==> src/source/reorder_cfg_pkg.sv <==
/*
 * Subsystem sizes for the rotating crossbar.
 * Channel counts, bank depth and the rotation offset type.
 */
`default_nettype none

package reorder_cfg_pkg;

  localparam int unsigned NB_IN_CHAN  = 3;   // Accelerator channels.
  localparam int unsigned NB_OUT_CHAN = 4;   // Memory banks.

  // Offset width, log2 of the bank count.
  localparam int unsigned ORDER_W = 2;

  localparam int unsigned BANK_WORDS = 64;   // Words per bank.

  // Rotation offset, wraps with the bank count.
  typedef logic [ORDER_W-1:0] order_t;

  typedef logic [NB_IN_CHAN-1:0]  in_vec_t;  // One bit per channel.
  typedef logic [NB_OUT_CHAN-1:0] out_vec_t; // One bit per bank.

endpackage

`default_nettype wire

==> src/source/tcdm_proto_pkg.sv <==
/*
 * Memory protocol widths for the req/gnt bank interface.
 * Word address, data word and byte-enable vector types.
 */
`default_nettype none

package tcdm_proto_pkg;

  // Word address inside one bank, 64 words.
  localparam int unsigned ADDR_W = 6;

  localparam int unsigned DATA_W = 32;       // Bus data width.
  localparam int unsigned BE_W   = 4;        // One enable per byte lane.

  // Bits per byte lane, used by the bank write merge.
  localparam int unsigned BYTE_W = DATA_W / BE_W;

  typedef logic [ADDR_W-1:0] tcdm_addr_t;    // Word address.
  typedef logic [DATA_W-1:0] tcdm_data_t;    // Data word.
  typedef logic [BE_W-1:0]   tcdm_be_t;      // Byte enables.

endpackage

`default_nettype wire

==> src/source/tcdm_bank.sv <==
/*
 * Word-wide memory bank with stall-gated grant.
 * Byte-enable writes and a registered one-cycle response.
 */
`timescale 1ns/1ps
`default_nettype none

module tcdm_bank (
  input  logic                       clk_i,
  input  logic                       rst_ni,
  input  logic                       stall_i,    // Contention from other masters.
  input  logic                       req_i,
  input  logic                       wen_i,      // 1 read, 0 write.
  input  tcdm_proto_pkg::tcdm_addr_t add_i,
  input  tcdm_proto_pkg::tcdm_be_t   be_i,
  input  tcdm_proto_pkg::tcdm_data_t data_i,
  output logic                       gnt_o,
  output logic                       r_valid_o,
  output tcdm_proto_pkg::tcdm_data_t r_data_o
);

  tcdm_proto_pkg::tcdm_data_t mem [reorder_cfg_pkg::BANK_WORDS]; // Storage.
  tcdm_proto_pkg::tcdm_data_t r_data_q;

  assign gnt_o = req_i & ~stall_i;               // Same-cycle grant.

  // Write merge at the grant edge.
  always_ff @(posedge clk_i) begin : mem_wr
    if (gnt_o && !wen_i) begin
      for (int b = 0; b < tcdm_proto_pkg::BE_W; b++) begin
        if (be_i[b]) begin
          mem[add_i][b*tcdm_proto_pkg::BYTE_W +: tcdm_proto_pkg::BYTE_W] <=
            data_i[b*tcdm_proto_pkg::BYTE_W +: tcdm_proto_pkg::BYTE_W];
        end
      end
    end
  end

  // Read data register.
  always_ff @(posedge clk_i) begin : mem_rd
    if (gnt_o && wen_i) begin
      r_data_q <= mem[add_i];                    // Word before any write.
    end
  end

  // Every grant, read or write, gets one response.
  always_ff @(posedge clk_i or negedge rst_ni) begin : valid_reg
    if (!rst_ni) begin
      r_valid_o <= 1'b0;
    end else begin
      r_valid_o <= gnt_o;
    end
  end

  assign r_data_o = r_data_q;

  // A stalled cycle is neither granted nor answered next cycle.
  a_stall_no_resp : assert property (
    @(posedge clk_i) disable iff (!rst_ni)
    stall_i |-> !gnt_o ##1 !r_valid_o
  ) else $error("bank answered a stalled request");

endmodule

`default_nettype wire

==> config.mk <==
export PLATFORM = sky130hd
export DESIGN_NAME = tcdm_bank
export DESIGN_NICKNAME = d
export VERILOG_FILES = /design/src/source/reorder_cfg_pkg.sv /design/src/source/tcdm_proto_pkg.sv /design/src/source/tcdm_bank.sv
export SDC_FILE = /design/constraint.sdc
export NUM_CORES = 2
export LEC_CHECK = 0
export BUFFER_PORTS_ARGS = -buffer_cell sky130_fd_sc_hd__buf_2
export CAP_MARGIN = 20
export CORE_ASPECT_RATIO = 1.2
export CORE_MARGIN = 2
export CORE_UTILIZATION = 50
export CTS_BUF_LIST = sky130_fd_sc_hd__clkbuf_8
export CTS_CLUSTER_SIZE = 25
export DETAILED_ROUTE_END_ITERATION = 12
export MAX_ROUTING_LAYER = met4
export PLACE_DENSITY = 0.76
export SYNTH_ARGS = -nofsm -noshare
export SYNTH_HDL_FRONTEND = slang
export SYNTH_SLANG_ARGS = --single-unit
==> constraint.sdc <==
create_clock -name clk_i -period 2.65 [get_ports clk_i]
set_clock_uncertainty 0.1 [all_clocks]
set_input_delay 0.265 -clock clk_i [delete_from_list [all_inputs] [get_ports clk_i]]
set_output_delay 0.265 -clock clk_i [all_outputs]
set_load 0.03 [all_outputs]
==> run_results.csv <==
group,metric,value,unit
setup_path,cp-startpoint,"add_i[0]",
route,wl_per_cell,32.5,um
worst_hold_path,hp-class,"input pin to flop",
cells_and_area,fillers,11200,
cells_and_area,area_delta_synth_final,18.6,%
logic_synthesis,synth-main-ff-cell,"edfxtp_1",
sta,min_period,2640,ps
logic_synthesis,synthArstFlopShare,0.0481,%
clocking,tritoncts,"done",
grt,grt_pass1_vias,51300,
power_and_ir_drop,combPwrFrac,6.7,%
setup_path,worst_ep_arrival_time,3240,ps
sta,max_slew_margin,31.0,%
logic_synthesis,synth_seq_cells,2081,
sta,slew_violations,0,
floorplan,die_w,371,um
logic_synthesis,synth_edf_count,2080,
logic_synthesis,postSynthCellCount,4662,
route,totalWireLength,256000,um
power_and_ir_drop,power,65.1,mW
logic_synthesis,syn_nets,4709,
clocking,cts_setup_buffers,0,
logic_synthesis,synth.distinct_cells,64,
sta,worstMarginPinSlew,1010,ps
floorplan,start_util,50.3,%
cells_and_area,most-common-layout-cells,"edfxtp_1, buf_4, a221oi_1",
floorplan,floorplan.rows,161,
grt,grt_max_degree,65,
sta,setup_violations,0,
logic_synthesis,seq_area_frac_synth,77.3,%
sta,post-route-period-util,99.5,%
floorplan,die_area,165000,um^2
clocking,cts-buffers-inserted,316,
setup_path,cp.required,3250,ps
run,max-cap-violations,0,
grt,antenna_found_initial,34,
power_and_ir_drop,leakage,31.6,nW
route,first_iter_violations,9519,
logic_synthesis,syn_area,80800,um^2
cells_and_area,final_common_cell,"edfxtp_1",
setup_path,cp_max_fo,9,
route,dr.pass1.iters,8,
cells_and_area,fin_nets,5570,
placed_design,gp_congestion,1.03,
clocking,htreeDepth,5,
cells_and_area,final_util,59.7,%
power_and_ir_drop,p_clk_share,37.6,%
floorplan,ios,81,
floorplan,coreArea,161000,um^2
floorplan,die_h,444,um
logic_synthesis,synth.avg_cell_area,17.3,um^2
grt,overflow,0,
grt,grt_pass1_wl,361000,um
sta,hold_violations,0,
sta,rsz0062_at_grt,"no",
grt,track_usage,31.8,%
worst_hold_path,holdCritStartpoint,"data_i[2]",
route,vias_per_cell,6.66,
power_and_ir_drop,ir_drop,548,uV
power_and_ir_drop,p_int,50.3,mW
clocking,root_buffer,"clkbuf_8",
route,drc,0,
power_and_ir_drop,power.density,680,nW/um^2
setup_path,critical_path_class,"input pin to flop",
logic_synthesis,yosys_warnings,0,
clocking,path_clk_slew,70,ps
clocking,clockBufferDepth,4,
placed_design,dpl.hpwl,171000,um
route,num_vias,52500,
route,drtAntennaViolNets,0,
power_and_ir_drop,power_frac_seq,55.8,%
setup_path,start_kind,"input pin",
sta,timing.fmax,379,MHz
setup_path,cp-end-kind,"flop",
power_and_ir_drop,p_switching,14.9,mW
power_and_ir_drop,sw_frac_of_total,22.8,%
cells_and_area,drive_above_1_share,26.8,%
status,status,"finished clean",
clocking,cts_num_sinks,2081,
setup_path,worst_r2r_startpoint,"mem[62][16]$_DFFE_PP_",
placed_design,port_buffers,80,
clocking,clock_latency,1040,ps
==> synth_stat cells (all sizes together), types with 12 or more instances <==
cell type,instances,area [um^2]
a2111oi,16,140
a211oi,21,158
a21o,12,90.1
a21oi,36,180
a221oi,409,3590
a222oi,14,140
a22oi,210,1580
a31oi,18,113
and3,41,257
buf,184,1020
clkbuf,193,724
edfxtp,2080,62500
mux2,168,1890
mux2i,139,1390
mux4,58,1310
nand2,149,559
nand2b,24,150
nand3,24,120
nand3b,14,105
nand4,42,263
nand4bb,12,135
nor2,328,1230
nor2b,20,133
nor3,26,135
nor3b,41,318
o211ai,13,97.6
o21ai,114,571
o221ai,36,315
o22a,15,131
o22ai,116,726
o2bb2ai,13,114
o31a,12,105
or3b,14,123
==> worst max-delay path, stage by stage <==
cell           delay, ps
dlygate4sd3_1        570
buf_8                180
buf_12               160
buf_4                160
or2_2                300
buf_4                200
o22ai_1              160
o21ai_0              110
a2111oi_0            910
nand4_1              190
==> metal layers <==
layer | track usage [%] | vias to the layer above | share of wire, %
met2 | 46.4 | 4656 | 45
met3 | 9.78 | 1029 | 15
met1 | 37.9 | 25800 | 32
met4 | 21.6 | 0 | 8.0
li1 | - | 21100 | -
met5 | - | - | 0
==> final timing paths <==
| kind | endpoint | slack [ps] | depth (start not counted) |
|---|---|---|---|
| worst max-delay path | r_data_o[16]$_DFFE_PP_ | 10 | 10 |
| worst min-delay path | mem[0][2]$_DFFE_PP_ | 100 | 2 |
| worst max register to register | r_data_o[16]$_DFFE_PP_ | 120 | 5 |
| worst min register to register | r_data_o[17]$_DFFE_PP_ | 610 | 4 |
| max in group asynchronous | r_valid_o$_DFF_PN0_ | 1800 | 4 |
| min in group asynchronous | r_valid_o$_DFF_PN0_ | 550 | 4 |
==> power groups by stage <==
stage                     Combinational [mW]  Sequential (mW)  Clock (mW)
after floorplan                         1.79             37.0           0
after global placement                  3.99             37.0           0
after detailed placement                4.09             37.0           0
after CTS                               4.17             36.3        24.6
after global routing                    4.43             36.3        25.8
final                                   4.34             36.3        24.5
==> registers in the layout (all words and copies together), names as in the netlist <==
name	cells
mem	2048
r_data_o	32
r_valid_o	1
==> cell type report <==
cell class,count,area [um^2],share of cell area [%]
Antenna cell,29,72.6,0.0757
Clock inverter,206,1170,1.22
Sequential cell,2081,62500,65.2
Inverter,4,27.5,0.0287
Clock buffer,324,4460,4.65
Timing Repair Buffer,920,8240,8.60
Multi-Input combinational cell,2200,16700,17.4
Tap cell,2119,2650,2.77
==> per-stage QoR <==
stage	setup WS [ps]	TNS [ps]	cells	cell area, um^2	hold WS (ps)
floorplan	235	0	4662	80800	-131
global placement	-442	-32050	7279	89700	-59.4
detailed placement	-432	-37260	7279	89700	-57.5
CTS	16.0	0	7854	95700	13.6
global route	12.8	0	7880	95800	69.1
finish	12.0	0	7883	95800	100
==> what timing repair did <==
action | in CTS | in global routing
gates resized for setup | 0 | 3
endpoints found under the hold margin | 2789 | 0
setup endpoints to repair | 0 | 14
hold buffers | 45 | 0
==> cells by family (layout without fill, tap and decap cells) <==
logic type,after synthesis,after routing,synth area share [%]
AO/OA/AOI/OAI,1082,1082,10.3
buffers and inverters,381,1454,2.18
flip-flops,2081,2081,77.3
multiplexers,365,365,5.68
other,0,29,0
AND/OR/NAND/NOR,753,753,4.54
Note: power is estimated with default switching activity, not from simulation.
