===== src/source/reorder_cfg_pkg.sv =====
/*
 * Subsystem sizes for the rotating crossbar.
 * Channel counts, bank depth and the rotation offset type.
 */
`default_nettype none

package reorder_cfg_pkg;

  localparam int unsigned NB_IN_CHAN  = 3;   // Accelerator channels.
  localparam int unsigned NB_OUT_CHAN = 4;   // Memory banks.

  // Offset width, log2 of the bank count.
  localparam int unsigned ORDER_W = 2;

  localparam int unsigned BANK_WORDS = 64;   // Words per bank.

  // Rotation offset, wraps with the bank count.
  typedef logic [ORDER_W-1:0] order_t;

  typedef logic [NB_IN_CHAN-1:0]  in_vec_t;  // One bit per channel.
  typedef logic [NB_OUT_CHAN-1:0] out_vec_t; // One bit per bank.

endpackage

`default_nettype wire


===== src/source/tcdm_proto_pkg.sv =====
/*
 * Memory protocol widths for the req/gnt bank interface.
 * Word address, data word and byte-enable vector types.
 */
`default_nettype none

package tcdm_proto_pkg;

  // Word address inside one bank, 64 words.
  localparam int unsigned ADDR_W = 6;

  localparam int unsigned DATA_W = 32;       // Bus data width.
  localparam int unsigned BE_W   = 4;        // One enable per byte lane.

  // Bits per byte lane, used by the bank write merge.
  localparam int unsigned BYTE_W = DATA_W / BE_W;

  typedef logic [ADDR_W-1:0] tcdm_addr_t;    // Word address.
  typedef logic [DATA_W-1:0] tcdm_data_t;    // Data word.
  typedef logic [BE_W-1:0]   tcdm_be_t;      // Byte enables.

endpackage

`default_nettype wire


===== src/source/tcdm_reorder.sv =====
/*
 * Rotating crossbar from accelerator channels to bank ports.
 * Combinational request and grant paths, registered response routing.
 */
`timescale 1ns/1ps
`default_nettype none

module tcdm_reorder (
  input  logic                                                       clk_i,
  input  logic                                                       rst_ni,
  input  logic                                                       clear_i,
  input  reorder_cfg_pkg::order_t                                    order_i,
  // Accelerator side.
  input  reorder_cfg_pkg::in_vec_t                                   in_req_i,
  input  reorder_cfg_pkg::in_vec_t                                   in_wen_i,
  input  tcdm_proto_pkg::tcdm_addr_t [reorder_cfg_pkg::NB_IN_CHAN-1:0] in_add_i,
  input  tcdm_proto_pkg::tcdm_be_t   [reorder_cfg_pkg::NB_IN_CHAN-1:0] in_be_i,
  input  tcdm_proto_pkg::tcdm_data_t [reorder_cfg_pkg::NB_IN_CHAN-1:0] in_data_i,
  output reorder_cfg_pkg::in_vec_t                                   in_gnt_o,
  output reorder_cfg_pkg::in_vec_t                                   in_r_valid_o,
  output tcdm_proto_pkg::tcdm_data_t [reorder_cfg_pkg::NB_IN_CHAN-1:0] in_r_data_o,
  // Bank side.
  output reorder_cfg_pkg::out_vec_t                                  out_req_o,
  output reorder_cfg_pkg::out_vec_t                                  out_wen_o,
  output tcdm_proto_pkg::tcdm_addr_t [reorder_cfg_pkg::NB_OUT_CHAN-1:0] out_add_o,
  output tcdm_proto_pkg::tcdm_be_t   [reorder_cfg_pkg::NB_OUT_CHAN-1:0] out_be_o,
  output tcdm_proto_pkg::tcdm_data_t [reorder_cfg_pkg::NB_OUT_CHAN-1:0] out_data_o,
  input  reorder_cfg_pkg::out_vec_t                                  out_gnt_i,
  input  reorder_cfg_pkg::out_vec_t                                  out_r_valid_i,
  input  tcdm_proto_pkg::tcdm_data_t [reorder_cfg_pkg::NB_OUT_CHAN-1:0] out_r_data_i
);

  reorder_cfg_pkg::order_t [reorder_cfg_pkg::NB_OUT_CHAN-1:0] win_idx;    // Input per bank.
  reorder_cfg_pkg::order_t [reorder_cfg_pkg::NB_IN_CHAN-1:0]  bank_sel;   // Bank per input.
  reorder_cfg_pkg::order_t [reorder_cfg_pkg::NB_IN_CHAN-1:0]  bank_sel_q; // Bank at grant.
  reorder_cfg_pkg::out_vec_t                                  out_req_q;  // Bank was requested.

  // Bank side muxes.
  for (genvar j = 0; j < reorder_cfg_pkg::NB_OUT_CHAN; j++) begin : gen_out
    // Bank j takes input (order + j) mod 4.
    assign win_idx[j] = order_i + reorder_cfg_pkg::order_t'(j);

    always_comb begin : mux_req
      out_req_o[j]  = 1'b0;                      // Idle request by default.
      out_wen_o[j]  = 1'b0;
      out_add_o[j]  = '0;
      out_be_o[j]   = '0;
      out_data_o[j] = '0;
      for (int i = 0; i < reorder_cfg_pkg::NB_IN_CHAN; i++) begin
        if (win_idx[j] == reorder_cfg_pkg::order_t'(i)) begin
          out_req_o[j]  = in_req_i[i];
          out_wen_o[j]  = in_wen_i[i];
          out_add_o[j]  = in_add_i[i];
          out_be_o[j]   = in_be_i[i];
          out_data_o[j] = in_data_i[i];
        end
      end
    end

    always_ff @(posedge clk_i or negedge rst_ni) begin : req_reg
      if (!rst_ni) begin
        out_req_q[j] <= 1'b0;
      end else if (clear_i) begin
        out_req_q[j] <= 1'b0;                    // Drop any pending response.
      end else begin
        out_req_q[j] <= out_req_o[j];
      end
    end
  end

  // Input side routing.
  for (genvar i = 0; i < reorder_cfg_pkg::NB_IN_CHAN; i++) begin : gen_in
    // Input i goes to bank (i + 4 - order) mod 4.
    assign bank_sel[i] = reorder_cfg_pkg::order_t'(i) - order_i;
    assign in_gnt_o[i] = out_gnt_i[bank_sel[i]];

    always_ff @(posedge clk_i or negedge rst_ni) begin : sel_reg
      if (!rst_ni) begin
        bank_sel_q[i] <= '0;
      end else if (clear_i) begin
        bank_sel_q[i] <= '0;
      end else begin
        bank_sel_q[i] <= bank_sel[i];            // Remember mapping for the response.
      end
    end

    // Response comes from the bank that held this input last cycle.
    assign in_r_data_o[i]  = out_r_data_i[bank_sel_q[i]];
    assign in_r_valid_o[i] = out_r_valid_i[bank_sel_q[i]] & out_req_q[bank_sel_q[i]];

    // A response only follows a grant on the same channel.
    a_rvalid_after_gnt : assert property (
      @(posedge clk_i) disable iff (!rst_ni)
      in_r_valid_o[i] |-> $past(in_gnt_o[i])
    ) else $error("r_valid on channel %0d without a grant", i);
  end

endmodule

`default_nettype wire


===== config.mk =====
export PLATFORM = sky130hd
export DESIGN_NAME = tcdm_reorder
export DESIGN_NICKNAME = d
export VERILOG_FILES = /design/src/source/reorder_cfg_pkg.sv /design/src/source/tcdm_proto_pkg.sv /design/src/source/tcdm_reorder.sv
export SDC_FILE = /design/constraint.sdc
export NUM_CORES = 1
export LEC_CHECK = 0
export CAP_MARGIN = 20
export CORE_AREA = 4 4 211 213
export CTS_CLUSTER_SIZE = 40
export DETAILED_ROUTE_END_ITERATION = 12
export DIE_AREA = 0 0 215 217
export DONT_BUFFER_PORTS = 1
export GPL_ROUTABILITY_DRIVEN = 0
export PLACE_DENSITY = 0.33
export REMOVE_ABC_BUFFERS = 1
export SKIP_LAST_GASP = 1
export SYNTH_ARGS = -nofsm -noshare
export SYNTH_HDL_FRONTEND = slang
export SYNTH_SLANG_ARGS = --single-unit

===== constraint.sdc =====
create_clock -name clk_i -period 1.8 [get_ports clk_i]
set_clock_uncertainty 0.15 [all_clocks]
set_input_delay 0.27 -clock clk_i [delete_from_list [all_inputs] [get_ports clk_i]]
set_output_delay 0.27 -clock clk_i [all_outputs]
set_load 0.005 [all_outputs]

==> metrics.yaml <==
syn_area_sq_um: 7470
placed_instances: 1524
grt_pass1_vias: 9288
startpoint_type: "input pin"
synth.largest_area_cell: "mux4_2"
worstPathRequired_ns: 1.38
final-max-slew-violation-count: 0
floorplan.initialDensity_pct: 17.5
grt_pass1_wl_um: 71600
cap_violations: 0
p_per_area_nw_per_um2: 309
yosys.area.top_type_share_pct: 30.7
cell_internal_pwr_mw: 2.32
setup.worst_path.class: "in2out"
ys_top_cells_by_area: "mux4_2 (31%), a21oi_1 (24%), nand3b_1 (18%)"
met3WireLength_um: 4990
synth_cells: 956
post_route_wl_um: 53600
cp-end-kind: "output pin"
layout_common_cells: "a21oi_2 (208), nand3b_1 (176), nor2b_1 (130)"
global_route.usage.total_pct: 20.6
final_hold_viol_count: 0
m1WireLength_um: 19200
power.combinational.fraction_pct: 84.9
cts_htree_levels: 1
final_area_sq_um: 13000
flip_flop_and_latch_count_after_synthesis: 9
detailroute.via_count: 9244
min_period_ns: 2.01
power_mw: 4.03
cts_buffer_depth: 2
highest_layer: "met4"
tritoncts.num_buffers: 3
sw_frac_of_total_pct: 42.4
worst_path_maximum_fanout: 9
result_of_the_run: "finished with violations"
endpoint: "out_be_o[0]"
post_route_cells_drive_above_1_share_pct: 61.0
post-route-drc-count: 0
sink_count_of_the_clock_tree: 9
drt_iter0_markers: 499
synthesis.yosys.warnings: 0
worst_path_setup_slack_after_routing_ns: -0.212
portBuffers: 0
dp_hpwl_um: 35200
switching_power_total_mw: 1.71
timing.critical_path.from: "order_i[0]"
drt_first_pass_iters: 5
ios: 551
avgViaCountPerCell: 5.58
height_of_the_die_um: 217
tightestPinTransition_ns: 0.393
tritoncts: "built"
worst_case_headroom_to_the_max_slew_limit_pct: 73.7
die_x_um: 215
drt-wirelength-per-cell_um: 32.4
num_rows: 76
clock_network_fraction_of_design_power_pct: 9.5
seq_power_share_pct: 5.6
area.growth.synth_to_final_pct: 74.6
dpl_cell_area_sq_um: 9030
fp.coreArea_sq_um: 42700
ctsRootBufferMaster: "clkbuf_16"
yosysUniqueCellTypes: 15
final_antenna_net_count: 0
finalCritPeriodShare_pct: 112
cts.clk_slew.worst_paths_ns: 0.04
stdcell_count: 1656
timing.hold.worst.class: "in2reg"
antenna_found_initial: 5
max_freq_mhz: 497
power.leakage_nw: 4.04
detailroute.wirelength.met2_um: 27200
num-nets-final: 1377
final_core_util_pct: 30.6
final_common_cell: "a21oi_2"
failed_checks: "negative setup slack"
grt_overflow: 0
setup_viol_count_final: 250
critPathArrivalTime_ns: 1.59
grt_setup_unrepaired: "true"
grt_max_degree: 47
syn-mean-instance-area_sq_um: 7.81
max-vdd-ir-drop_uv: 262
die-area_sq_um: 46700
yosysSeqAreaShare_pct: 3.01
-- metal layers --
layer | up-vias | GRT usage (%)
li1 | 3927 | -
met1 | 4711 | 22.3
met2 | 525 | 38.1
met3 | 81 | 6.28
met4 | 0 | 7.37
met5 | - | 0
-- flip-flops by register name, indices dropped and copies added, names as in the netlist --
register / flops
bank_sel_q: 5
out_req_q: 4
-- how the worst min path moves through the flow --
stage | start | end | slack (ns) | cells after the start
floorplan | rst_ni | bank_sel_q[1] | -0.18 | 0
global placement | rst_ni | out_req_q[0] | -0.18 | 0
detailed placement | rst_ni | out_req_q[0] | -0.18 | 0
CTS | in_req_i[0] | out_req_q[0] | 0.09 | 2
global route | in_req_i[2] | out_req_q[2] | 0.1 | 2
finish | in_req_i[2] | out_req_q[2] | 0.09 | 2
-- power groups by stage --
stage / combinational (mW) / clock [mW] / sequential [mW]
after floorplan: 1.38 / 0 / 0.308
after global placement: 2.32 / 0 / 0.235
after detailed placement: 2.32 / 0 / 0.235
after CTS: 3.19 / 0.391 / 0.227
after global routing: 3.60 / 0.402 / 0.228
final: 3.42 / 0.384 / 0.227
-- critical path: stages --
cell and delay [ns]:
clkinvlp_4 0.13, buf_6 0.16, ha_4 0.19, buf_12 0.14, buf_12 0.14, buf_12 0.14
buf_12 0.12, nor2b_4 0.12, a21oi_2 0.16
-- cell type report --
| type | instances | area, sq um |
|---|---|---|
| multi-input cells | 827 | 8350 |
| clock buffers | 4 | 78.8 |
| fillers | 4504 | 29700 |
| repair buffers | 253 | 3640 |
| diodes | 15 | 37.5 |
| inverters | 2 | 15.0 |
| flip-flops and latches | 9 | 231 |
| well taps | 546 | 683 |
-- repair_timing --
| item | in CTS | in global routing |
|---|---|---|
| buffers inserted | 62 | 22 |
| gates cloned | 42 | 11 |
| gates resized for setup | 272 | 288 |
| hold endpoints to repair | 18 | 0 |
| hold buffers | 3 | 0 |
| endpoints found under the setup margin | 212 | 275 |
| pin swaps | 65 | 76 |
-- kinds of logic (layout without fill, tap and decap cells) --
group                    Yosys count  count (layout)  synth area share (%)
adder cells (fa/ha/maj)            8               8                  1.34
flip-flops                         9               9                  3.01
multiplexers                     102             102                  30.7
AO/OA/AOI/OAI                    356             356                  24.0
buffers and inverters            120             259                  7.87
AND/OR/NAND/NOR                  361             361                  33.0
other                              0              15                     0
-- cells in the mapped netlist --
master,count
clkbuf_1,51
mux4_2,102
a21oi_1,352
ha_1,8
and2_0,4
nand3b_1,176
buf_1,1
buf_4,2
inv_1,2
buf_2,56
nor2_1,4
nor2b_1,177
dfrtp_1,9
a211oi_1,4
buf_6,8
-- stage by stage --
stage               TNS [ns]  worst slack (ns)  hold WS (ns)
detailed placement     -5.53            -0.157        -0.175
CTS                   -33.60            -0.251        0.0854
global route          -33.73            -0.247        0.0962
finish                -23.50            -0.212        0.0946
floorplan            -463.95             -1.94        -0.176
global placement       -4.14            -0.146        -0.175
No activity file was read; power rests on OpenSTA's default activity.
